<file path="src/verilog/dx_pkg.sv">
//--------------------------------------------------------------------------
// shared types and constants for the decode-to-execute boundary
// micro-op opcodes, message structs and queue depths used by the RTL
// and by the testbench model
//--------------------------------------------------------------------------

package dx_pkg;

  //--------------------------------------------------------------------------
  // opcodes
  //--------------------------------------------------------------------------

  // 4-bit micro-op encoding, alu ops first, then control flow
  typedef enum logic [3:0] {
    uop_add = 4'd0,
    uop_sub = 4'd1,
    uop_and = 4'd2,
    uop_or  = 4'd3,
    uop_xor = 4'd4,
    uop_slt = 4'd5,
    uop_sll = 4'd6,
    uop_srl = 4'd7,
    uop_beq = 4'd8,
    uop_bne = 4'd9,
    uop_blt = 4'd10,
    uop_jal = 4'd11
  } dx_uop;

  //--------------------------------------------------------------------------
  // messages
  //--------------------------------------------------------------------------

  // decoded micro-op, 137 bits
  typedef struct packed {
    logic [31:0] pc;
    logic [31:0] op1;
    logic [31:0] op2;
    logic [31:0] imm;
    logic [4:0]  waddr;
    dx_uop       uop;
  } dx_msg;

  // writeback to the register file side, 69 bits
  typedef struct packed {
    logic [31:0] pc;
    logic [4:0]  waddr;
    logic [31:0] data;
  } dx_wb_msg;

  // squash pulse plus new fetch address, 33 bits
  typedef struct packed {
    logic        squash;
    logic [31:0] branch_target;
  } dx_redirect;

  // queue depths, both fit the shared pointer width
  localparam int DX_IN_DEPTH  = 4;
  localparam int DX_OUT_DEPTH = 4;
  localparam int DX_PTR_W     = 2;

endpackage

</file>
<file path="src/verilog/dx_execute.sv">
//--------------------------------------------------------------------------
// execute stage: alu, branch and jump resolution
// registers one writeback and one redirect pulse per accepted micro-op,
// drops wrong-path micro-ops until the pending branch target shows up
//--------------------------------------------------------------------------

module dx_execute (
  input  logic                 clk,
  input  logic                 rst_n,

  // head of the input queue
  input  logic                 x_val,
  output logic                 x_rdy,
  input  dx_pkg::dx_msg        x_msg,

  // writeback towards the output queue
  output logic                 wb_val,
  input  logic                 wb_rdy,
  output dx_pkg::dx_wb_msg     wb_msg,

  // squash pulse, no handshake
  output dx_pkg::dx_redirect   redirect
);

  import dx_pkg::*;

  // combinational decode of the head
  logic        is_branch;
  logic        taken;
  logic [31:0] alu_result;
  logic [31:0] target;
  logic        discard;
  logic        writes;
  logic        slot_free;
  logic        accept;

  // wrong-path tracking
  logic        wrong_path_q;
  logic [31:0] pend_target_q;

  // registered outputs
  logic        wb_val_q;
  dx_wb_msg    wb_msg_q;
  logic        squash_q;
  logic [31:0] br_target_q;

  //--------------------------------------------------------------------------
  // alu and branch decision
  //--------------------------------------------------------------------------

  always_comb begin
    alu_result = '0;
    taken      = 1'b0;
    is_branch  = 1'b0;
    case (x_msg.uop)
      uop_add: alu_result = x_msg.op1 + x_msg.op2;
      uop_sub: alu_result = x_msg.op1 - x_msg.op2;
      uop_and: alu_result = x_msg.op1 & x_msg.op2;
      uop_or:  alu_result = x_msg.op1 | x_msg.op2;
      uop_xor: alu_result = x_msg.op1 ^ x_msg.op2;
      // signed compare, zero extended flag
      uop_slt: alu_result = {31'b0, $signed(x_msg.op1) < $signed(x_msg.op2)};
      uop_sll: alu_result = x_msg.op1 << x_msg.op2[4:0];
      uop_srl: alu_result = x_msg.op1 >> x_msg.op2[4:0];
      uop_beq: begin
        is_branch = 1'b1;
        taken     = (x_msg.op1 == x_msg.op2);
      end
      uop_bne: begin
        is_branch = 1'b1;
        taken     = (x_msg.op1 != x_msg.op2);
      end
      uop_blt: begin
        is_branch = 1'b1;
        taken     = ($signed(x_msg.op1) < $signed(x_msg.op2));
      end
      // link address written, always redirects
      uop_jal: begin
        alu_result = x_msg.pc + 32'd4;
        taken      = 1'b1;
      end
      default: alu_result = '0;
    endcase
  end

  // same target form for branches and jal
  assign target = x_msg.pc + x_msg.imm;

  // wrong path until the stored target pc arrives
  assign discard = wrong_path_q && (x_msg.pc != pend_target_q);

  // x0 and branches never write
  assign writes = !discard && (x_msg.waddr != 5'd0) && !is_branch;

  //--------------------------------------------------------------------------
  // handshake
  //--------------------------------------------------------------------------

  // slot empties this cycle or already empty
  assign slot_free = !wb_val_q || wb_rdy;
  assign x_rdy     = slot_free || !writes;
  assign accept    = x_val && x_rdy;

  //--------------------------------------------------------------------------
  // control state
  //--------------------------------------------------------------------------

  always_ff @(posedge clk) begin
    if (!rst_n) begin
      wb_val_q     <= 1'b0;
      squash_q     <= 1'b0;
      wrong_path_q <= 1'b0;
    end else begin
      if (accept && writes) begin
        wb_val_q <= 1'b1;
      end else if (wb_rdy) begin
        wb_val_q <= 1'b0;
      end
      // one-cycle pulse per taken op on the right path
      squash_q <= accept && !discard && taken;
      // a matching target clears the flag, unless it redirects again
      if (accept && !discard) begin
        wrong_path_q <= taken;
      end
    end
  end

  // payload registers
  always_ff @(posedge clk) begin
    if (accept && writes) begin
      wb_msg_q.pc    <= x_msg.pc;
      wb_msg_q.waddr <= x_msg.waddr;
      wb_msg_q.data  <= alu_result;
    end
    if (accept && !discard && taken) begin
      pend_target_q <= target;
      br_target_q   <= target;
    end
  end

  assign wb_val   = wb_val_q;
  assign wb_msg   = wb_msg_q;
  assign redirect = '{squash: squash_q, branch_target: br_target_q};

endmodule

</file>
<file path="src/verilog/dx_queue.sv">
//--------------------------------------------------------------------------
// valid/ready FIFO with a type parameter for the payload
// serves decoded micro-ops on the input side and writebacks on the output
//--------------------------------------------------------------------------

module dx_queue #(
  parameter type t_msg   = dx_pkg::dx_msg,
  parameter int  p_depth = dx_pkg::DX_IN_DEPTH
) (
  input  logic clk,
  input  logic rst_n,

  // producer side
  input  logic push_val,
  output logic push_rdy,
  input  t_msg push_msg,

  // consumer side
  output logic pop_val,
  input  logic pop_rdy,
  output t_msg pop_msg
);

  import dx_pkg::*;

  // wrap mask, depth is a power of two
  localparam logic [DX_PTR_W-1:0] ptr_mask = DX_PTR_W'(p_depth - 1);
  localparam logic [DX_PTR_W:0]   full_cnt = (DX_PTR_W + 1)'(p_depth);

  // storage
  t_msg mem [p_depth];

  logic [DX_PTR_W-1:0] wr_ptr_q;
  logic [DX_PTR_W-1:0] rd_ptr_q;
  logic [DX_PTR_W:0]   count_q;

  logic do_push;
  logic do_pop;

  //--------------------------------------------------------------------------
  // handshake
  //--------------------------------------------------------------------------

  // full blocks the producer, empty blocks the consumer
  assign push_rdy = (count_q != full_cnt);
  assign pop_val  = (count_q != '0);
  assign pop_msg  = mem[rd_ptr_q];

  assign do_push = push_val && push_rdy;
  assign do_pop  = pop_val && pop_rdy;

  //--------------------------------------------------------------------------
  // pointers and count
  //--------------------------------------------------------------------------

  always_ff @(posedge clk) begin
    if (!rst_n) begin
      wr_ptr_q <= '0;
      rd_ptr_q <= '0;
      count_q  <= '0;
    end else begin
      if (do_push) begin
        wr_ptr_q <= (wr_ptr_q + 1'b1) & ptr_mask;
      end
      if (do_pop) begin
        rd_ptr_q <= (rd_ptr_q + 1'b1) & ptr_mask;
      end
      // simultaneous push and pop leaves count alone
      if (do_push && !do_pop) begin
        count_q <= count_q + 1'b1;
      end else if (do_pop && !do_push) begin
        count_q <= count_q - 1'b1;
      end
    end
  end

  // payload write, head readable the following cycle
  always_ff @(posedge clk) begin
    if (do_push) begin
      mem[wr_ptr_q] <= push_msg;
    end
  end

endmodule

</file>
<file path="src/verilog/dx_top.sv">
//--------------------------------------------------------------------------
// decode-to-execute boundary: input queue, execute, output queue
// micro-ops in on a valid/ready port, writebacks out under back-pressure
//--------------------------------------------------------------------------

module dx_top (
  input  logic               clk,
  input  logic               rst_n,

  // decoded micro-ops from the producer
  input  logic               in_val,
  output logic               in_rdy,
  input  dx_pkg::dx_msg      in_msg,

  // writebacks to the consumer
  output logic               out_val,
  input  logic               out_rdy,
  output dx_pkg::dx_wb_msg   out_msg,

  // taken branch or jump
  output dx_pkg::dx_redirect redirect
);

  import dx_pkg::*;

  //--------------------------------------------------------------------------
  // internal ports
  //--------------------------------------------------------------------------

  // input queue head into execute
  logic     x_val;
  logic     x_rdy;
  dx_msg    x_msg;

  // execute into output queue
  logic     wb_val;
  logic     wb_rdy;
  dx_wb_msg wb_msg;

  // input side
  dx_queue #(
    .t_msg   (dx_msg),
    .p_depth (DX_IN_DEPTH)
  ) in_q (
    .clk      (clk),
    .rst_n    (rst_n),
    .push_val (in_val),
    .push_rdy (in_rdy),
    .push_msg (in_msg),
    .pop_val  (x_val),
    .pop_rdy  (x_rdy),
    .pop_msg  (x_msg)
  );

  // processing
  dx_execute exec (
    .clk      (clk),
    .rst_n    (rst_n),
    .x_val    (x_val),
    .x_rdy    (x_rdy),
    .x_msg    (x_msg),
    .wb_val   (wb_val),
    .wb_rdy   (wb_rdy),
    .wb_msg   (wb_msg),
    .redirect (redirect)
  );

  // output side
  dx_queue #(
    .t_msg   (dx_wb_msg),
    .p_depth (DX_OUT_DEPTH)
  ) out_q (
    .clk      (clk),
    .rst_n    (rst_n),
    .push_val (wb_val),
    .push_rdy (wb_rdy),
    .push_msg (wb_msg),
    .pop_val  (out_val),
    .pop_rdy  (out_rdy),
    .pop_msg  (out_msg)
  );

endmodule
</file>
<file path="config.mk">
export PLATFORM = sky130hd
export DESIGN_NAME = dx_top
export DESIGN_NICKNAME = d
export VERILOG_FILES = /design/src/verilog/dx_pkg.sv /design/src/verilog/dx_execute.sv /design/src/verilog/dx_queue.sv /design/src/verilog/dx_top.sv
export SDC_FILE = /design/constraint.sdc
export NUM_CORES = 1
export LEC_CHECK = 0
export BUFFER_PORTS_ARGS = -buffer_cell sky130_fd_sc_hd__buf_2
export CAP_MARGIN = 20
export CORE_AREA = 8 8 405 407
export DETAILED_ROUTE_END_ITERATION = 16
export DIE_AREA = 0 0 413 415
export GPL_TIMING_DRIVEN = 0
export RECOVER_POWER = 50
export SLEW_MARGIN = 40
export SYNTH_ARGS = -nofsm -noshare
export SYNTH_HDL_FRONTEND = slang
export SYNTH_SLANG_ARGS = --single-unit
</file>
<file path="constraint.sdc">
create_clock -name clk -period 22.8 [get_ports clk]
set_clock_uncertainty 0.15 [all_clocks]
set_input_delay 4.56 -clock clk [delete_from_list [all_inputs] [get_ports clk]]
set_output_delay 4.56 -clock clk [all_outputs]
set_load 0.005 [all_outputs]
</file>
==> results of run 1 <==
[stage by stage]
stage	area [um2]	worst slack, ps	cells	power, W	utilization [%]
6_report	51200	14220	5416	0.00861	32.5
3_3_place_gp	47700	10690	5182	0.00708	30.3
3_5_place_dp	48400	15350	5223	0.00707	30.7
2_1_floorplan	43900	14380	2866	0.00527	-
5_1_grt	51100	13720	5392	0.00900	32.5
4_1_cts	51400	14530	5390	0.00860	32.6
[area by class of cell]
| class | count | area [um2] | share of cell area (%) |
|---|---|---|---|
| multi-input cells | 1658 | 14600 | 28.5 |
| repair buffers | 285 | 1600 | 3.12 |
| clock inverters | 53 | 588 | 1.15 |
| flip-flops and latches | 946 | 28200 | 55.1 |
| inverters | 121 | 454 | 0.888 |
| clock buffers | 114 | 2420 | 4.72 |
| diodes | 26 | 65.1 | 0.127 |
| well taps | 2072 | 2590 | 5.07 |
| plain buffers | 141 | 688 | 1.34 |
[routing by layer]
layer	vias up	GRT usage [%]
met5	-	0
met4	38	5.99
met3	252	4.52
met2	1028	27.4
met1	14126	22.1
li1	12088	-
[where the power goes]
part / leakage [nW] / switching (W) / total [W] / internal (W)
sequential: 8.66 / 0.000137 / 0.00253 / 0.00239
clock: 1.45 / 0.000662 / 0.00150 / 0.000841
combinational: 7.02 / 0.00306 / 0.00458 / 0.00152
total: 17.1 / 0.00385 / 0.00861 / 0.00475
[critical path: cells and delay by family, from the launching register on]
kind / cells / cell delay, ps
muxes: 2 / 1030
adders and majority gates: 1 / 290
and+or+nand+nor: 2 / 680
buffers and inverters: 8 / 3770
AOI/OAI and AO/OA: 6 / 1750
DFF: 1 / 480
[flip-flops by register name, summed over array words and instances (netlist names), named ones only]
register	cells
in_q.rd_ptr_q	2
in_q.mem	548
in_q.wr_ptr_q	2
exec.wb_msg	69
exec.pend_target_q	32
in_q.count_q	3
out_q.wr_ptr_q	2
out_q.count_q	3
out_q.rd_ptr_q	2
exec.wb_val	1
exec.squash_q	1
exec.wrong_path_q	1
out_q.mem	276
[cells in the mapped netlist (6+ instances only)]
master,number
a211o_1,8
a211oi_1,23
a21o_1,38
a21oi_1,165
a221o_1,17
a221oi_1,30
a22oi_1,16
a31oi_1,10
and2_1,18
and3_1,15
buf_1,23
buf_2,32
buf_4,10
buf_6,6
clkbuf_1,68
dfxtp_1,21
edfxtp_1,925
ha_1,139
inv_1,116
mux2_2,20
mux2i_1,49
mux4_2,198
nand2_1,139
nand2b_1,20
nand3_1,28
nand4_1,23
nor2_1,203
nor2b_1,12
nor3_1,30
nor4_1,6
o211ai_1,35
o21a_1,8
o21ai_0,99
o21ai_1,17
o21bai_1,16
o221ai_1,23
o22ai_1,27
o31ai_1,10
or2_2,8
or3_1,21
xnor2_1,73
xor2_1,31
[cell families after synthesis]
family	synth area share (%)
AO/OA/AOI/OAI	8.96
XOR/XNOR	2.08
adder cells (fa/ha/maj)	4.19
buffers and inverters	2.60
flip-flops	64.3
multiplexers	12.3
AND/OR/NAND/NOR	5.56
[how the worst min path moves through the flow]
stage	start	endpoint	slack, ps	cells past startpoint
after CTS	exec.wb_msg[20]	out_q.mem[1][20]	330	0
after detailed placement	exec.wrong_path_q	exec.wrong_path_q	330	2
final	exec.wb_msg[20]	out_q.mem[1][20]	320	0
after global routing	exec.wb_msg[20]	out_q.mem[1][20]	350	0
after floorplan	exec.wrong_path_q	exec.wrong_path_q	300	2
after global placement	exec.wrong_path_q	exec.wrong_path_q	320	2
==> results.cfg, run 1 <==
[setup_path]
cp_slowest_cell = clkbuf_1
cp-end-kind = flop
r2r_end = exec.pend_target_q[7]
endpoint = exec.pend_target_q[7]
crit_top_cell = clkbuf_1
cpPeakStageDelay_ps = 830
r2r_cells = 19
required_ps = 23010
cp.arrival_ps = 8780
cp-start-kind = flop
crit_chain = clkbuf_1 > clkbuf_1 > clkbuf_1 > buf_16 > clkbuf_1 > mux4_2 > inv_1 > ha_1 > clkbuf_1 > nor3_1 > nand3_1 > a21oi_1 > a21oi_1 > o21ai_1 > a21oi_1 > o31ai_1 > mux2_2 > o21ai_0 > inv_2
crit_type = reg -> reg
regToRegSetupSlack_ps = 14220
cp_max_fo = 32

[global_route]
antenna_found_initial = 61
grt_remaining_overflow = 0
grt_pass1_vias = 27210
grt_max_degree = 35
grt_pass1_wl_um = 210000
grt_use_total_pct = 17.0

[route]
wl_met3_um = 11800
drc_errors = 0
viasPerCell = 5.08
vias = 27532
top_layer = met5
drt-total-wl_um = 150000
drtPass1Iterations = 6
routedWlPerCell_um = 27.7
wl_met2_um = 70700
drt-met1-wl_um = 62400
detail-route-antenna-nets = 0
drt_iter0_markers = 2481

[floorplan]
start_util_pct = 27.8
die_area_um2 = 171000
core-area_um2 = 157000
dieWidth_um = 413
rows = 146
dieHeight_um = 415
ios = 245

[sta]
slew_headroom_pct = -48.4
rsz0062_at_grt = false
slew_violations = 268
finalSetupTns_ps = 0
tightest_slew_ps = 2230
timing.final.crit_period_ps = 8580
fin_crit_sh_pct = 37.6
finalHoldViolations = 0
max_freq_mhz = 117
final-setup-viol-count = 0
holdWs_ps = 317

[clock_network]
clk_pin_slew_ps = 60
numCtsBuffers = 92
ctsLongestPathBuffers = 3
htree_num_levels = 3
cts_tree = built
clock_latency_ps = 740
cts_setup_buffers = 0
ctsHoldBuffers = 0
root_buffer = clkbuf_16
cts_resized = 0
clock_sinks = 946

[logic_synthesis]
ys_seq_area_share_pct = 64.3
ys_warn_count = 0
yosysTopAreaCell = edfxtp_1
synth-edff-count = 925
async_reset_ff_share_pct = 0
synth_seq_cells = 946
yosysTopAreaCellShare_pct = 63.3
netlist_area_um2 = 43900
syn_area_per_cell_um2 = 15.3
netlist_instances = 2866
synth_cell_type_count = 79
ys_top_cells_by_area = edfxtp_1 (63%), mux4_2 (10%), ha_1 (4.0%)
syn_nets = 3151
synth_ff_type = edfxtp_1

[outcome]
violations = max-capacitance violations, max-slew violations
outcome = complete, but fails checks

[power]
power.density_nw_per_um2 = 168
vdd_drop_max_mv = 0.0688
p_leak_nw = 17.1

[finish]
nNetsFinal = 3530
final.fill_count = 15483
final_layout_size_suffix_gt1_share_pct = 18.8
final_common_cell = edfxtp_1
layout_common_cells = edfxtp_1 (925), clkbuf_1 (205), nor2_1 (202)
area_growth_pct = 16.7

[hold_path]
hold_class = reg -> reg

[run]
drv_cap = 8

[place]
port_buffers = 244
gp_congestion = 0.983
dp_hpwl_um = 114000
(Power assumes the default switching activity.)
==> run 2: changes to the inputs <==
Clock period 22.8 ns to 7.2 ns, I/O delays scaled along.
==> results.cfg, run 2 (synthesis results as in run 1) <==
[finish]
multi_input_area_um2 = 14600
regArea_um2 = 28200
final_core_util_pct = 32.6
area_growth_pct = 17.0
design_area_um2 = 51300
final_common_cell = edfxtp_1
final.fill_count = 15515
final_layout_size_suffix_gt1_share_pct = 18.3
fin_cells = 5418
largest_reg_flops = 548
regMostFlops = in_q.mem
layout_common_cells = edfxtp_1 (925), clkbuf_1 (233), nor2_1 (202)
nNetsFinal = 3527

[sta]
timing.final.crit_period_ps = 7000
slew_headroom_pct = -51.5
slew_violations = 112
max_freq_mhz = 143
holdWs_ps = 327
tightest_slew_ps = 2270
finalHoldViolations = 0
final-setup-viol-count = 0
fin_crit_sh_pct = 97.2
rsz0062_at_grt = false

[clock_network]
ctsLongestPathBuffers = 3
ctsHoldBuffers = 0
cts_tree = built
root_buffer = clkbuf_16
htree_num_levels = 3
clk_pin_slew_ps = 70
clock_latency_ps = 750
clock_sinks = 946
numCtsBuffers = 94

[power]
power_frac_seq_pct = 29.2
p_int_w = 0.0151
p_leak_nw = 17.1
p_sw_share_pct = 44.6
pwr-share-clk_pct = 17.9
power.density_nw_per_um2 = 533
vdd_drop_max_mv = 0.235
share_comb_of_total_power_pct = 53.0
p_switching_w = 0.0122
total_power_w = 0.0273

[outcome]
outcome = complete, but fails checks
violations = max-capacitance violations, max-slew violations

[setup_path]
required_ps = 7450
cpPeakStageDelay_ps = 620
crit_chain = buf_6 > buf_12 > buf_6 > buf_6 > mux2i_4 > buf_2 > buf_2 > buf_2 > buf_2 > ha_1 > o21ai_0 > o21a_1 > o221ai_1 > nand3b_1 > and4_1 > o31ai_1 > nand2_1 > a21oi_1 > mux2i_1 > nand3_1
cp_slowest_cell = o221ai_1
cp-start-kind = flop
crit_top_cell = buf_2
regToRegSetupSlack_ps = 200
cp.arrival_ps = 7240
cp_max_fo = 10
crit_type = reg -> reg
cp-end-kind = flop

[global_route]
antenna_found_initial = 67
grt_max_degree = 35
grt_remaining_overflow = 0
grt_pass1_wl_um = 209000
grt_use_total_pct = 16.8
grt_pass1_vias = 27500

[place]
gp_congestion = 1.03
place_area_um2 = 48400
post-place-cells = 5219
port_buffers = 244
dp_hpwl_um = 113000

[floorplan]
start_util_pct = 27.8
ios = 245
dieWidth_um = 413
rows = 146
die_area_um2 = 171000
core-area_um2 = 157000
dieHeight_um = 415

[route]
vias = 27659
drt_iter0_markers = 2942
routedWlPerCell_um = 27.4
drt-met1-wl_um = 60500
top_layer = met5
detail-route-antenna-nets = 0
wl_met2_um = 69600
drtPass1Iterations = 6
viasPerCell = 5.11
drc_errors = 0
drt-total-wl_um = 149000
wl_met3_um = 12500

[run]
drv_cap = 4

[hold_path]
hold_class = reg -> reg
-- run 2: metal layers --
| layer | GRT usage (%) | vias to the layer above |
|---|---|---|
| li1 | - | 12092 |
| met1 | 21.4 | 14131 |
| met2 | 27.4 | 1092 |
| met3 | 4.73 | 296 |
| met4 | 6.10 | 48 |
| met5 | 0 | - |
-- run 2: what timing repair did --
action                                  4_1_cts  5_1_grt
endpoints found under the setup margin       32       32
resized for setup                             3        2
cloned                                        0        0
setup buffers                                 0        0
hold endpoints to repair                      0        0
-- run 2: worst max-delay path: cells and delay by family, from the launching register on --
family	cells	cell delay (ps)
compound gates	5	2090
fa+ha+maj	1	320
buf+inv	8	2210
flops	1	370
mux	2	690
simple gates	4	760
-- run 2: stage by stage --
step	TNS, ps	setup WS (ps)
2_1_floorplan	0	1750
3_3_place_gp	-873000	-1770
3_5_place_dp	-13850	-435
4_1_cts	0	176
5_1_grt	0	51.0
6_report	0	204
-- run 2: path summary, 6_finish.rpt --
check	startpoint	endpoint	cells past startpoint
worst max-delay path	flop	exec.wb_msg[31]	20
worst min-delay path	exec.wb_msg[3]	out_q.mem[0][3]	0
worst max register to register	flop	exec.wb_msg[31]	20
worst min register to register	exec.wb_msg[3]	out_q.mem[0][3]	0
-- run 2: power by group through the flow --
stage / Clock, W / Combinational, W / Sequential, W
3_5_place_dp: 0 / 0.0142 / 0.00809
3_3_place_gp: 0 / 0.0140 / 0.00821
5_1_grt: 0.00522 / 0.0153 / 0.00806
6_report: 0.00488 / 0.0145 / 0.00797
2_1_floorplan: 0 / 0.00868 / 0.00801
4_1_cts: 0.00502 / 0.0142 / 0.00797
-- run 2: layout make-up --
type / count / area share (%)
diodes: 23 / 0.112
plain buffers: 140 / 1.36
clock buffers: 120 / 4.78
clock inverters: 57 / 1.26
inverters: 121 / 0.890
multi-input cells: 1658 / 28.4
flip-flops and latches: 946 / 55.0
well taps: 2072 / 5.05
repair buffers: 281 / 3.14
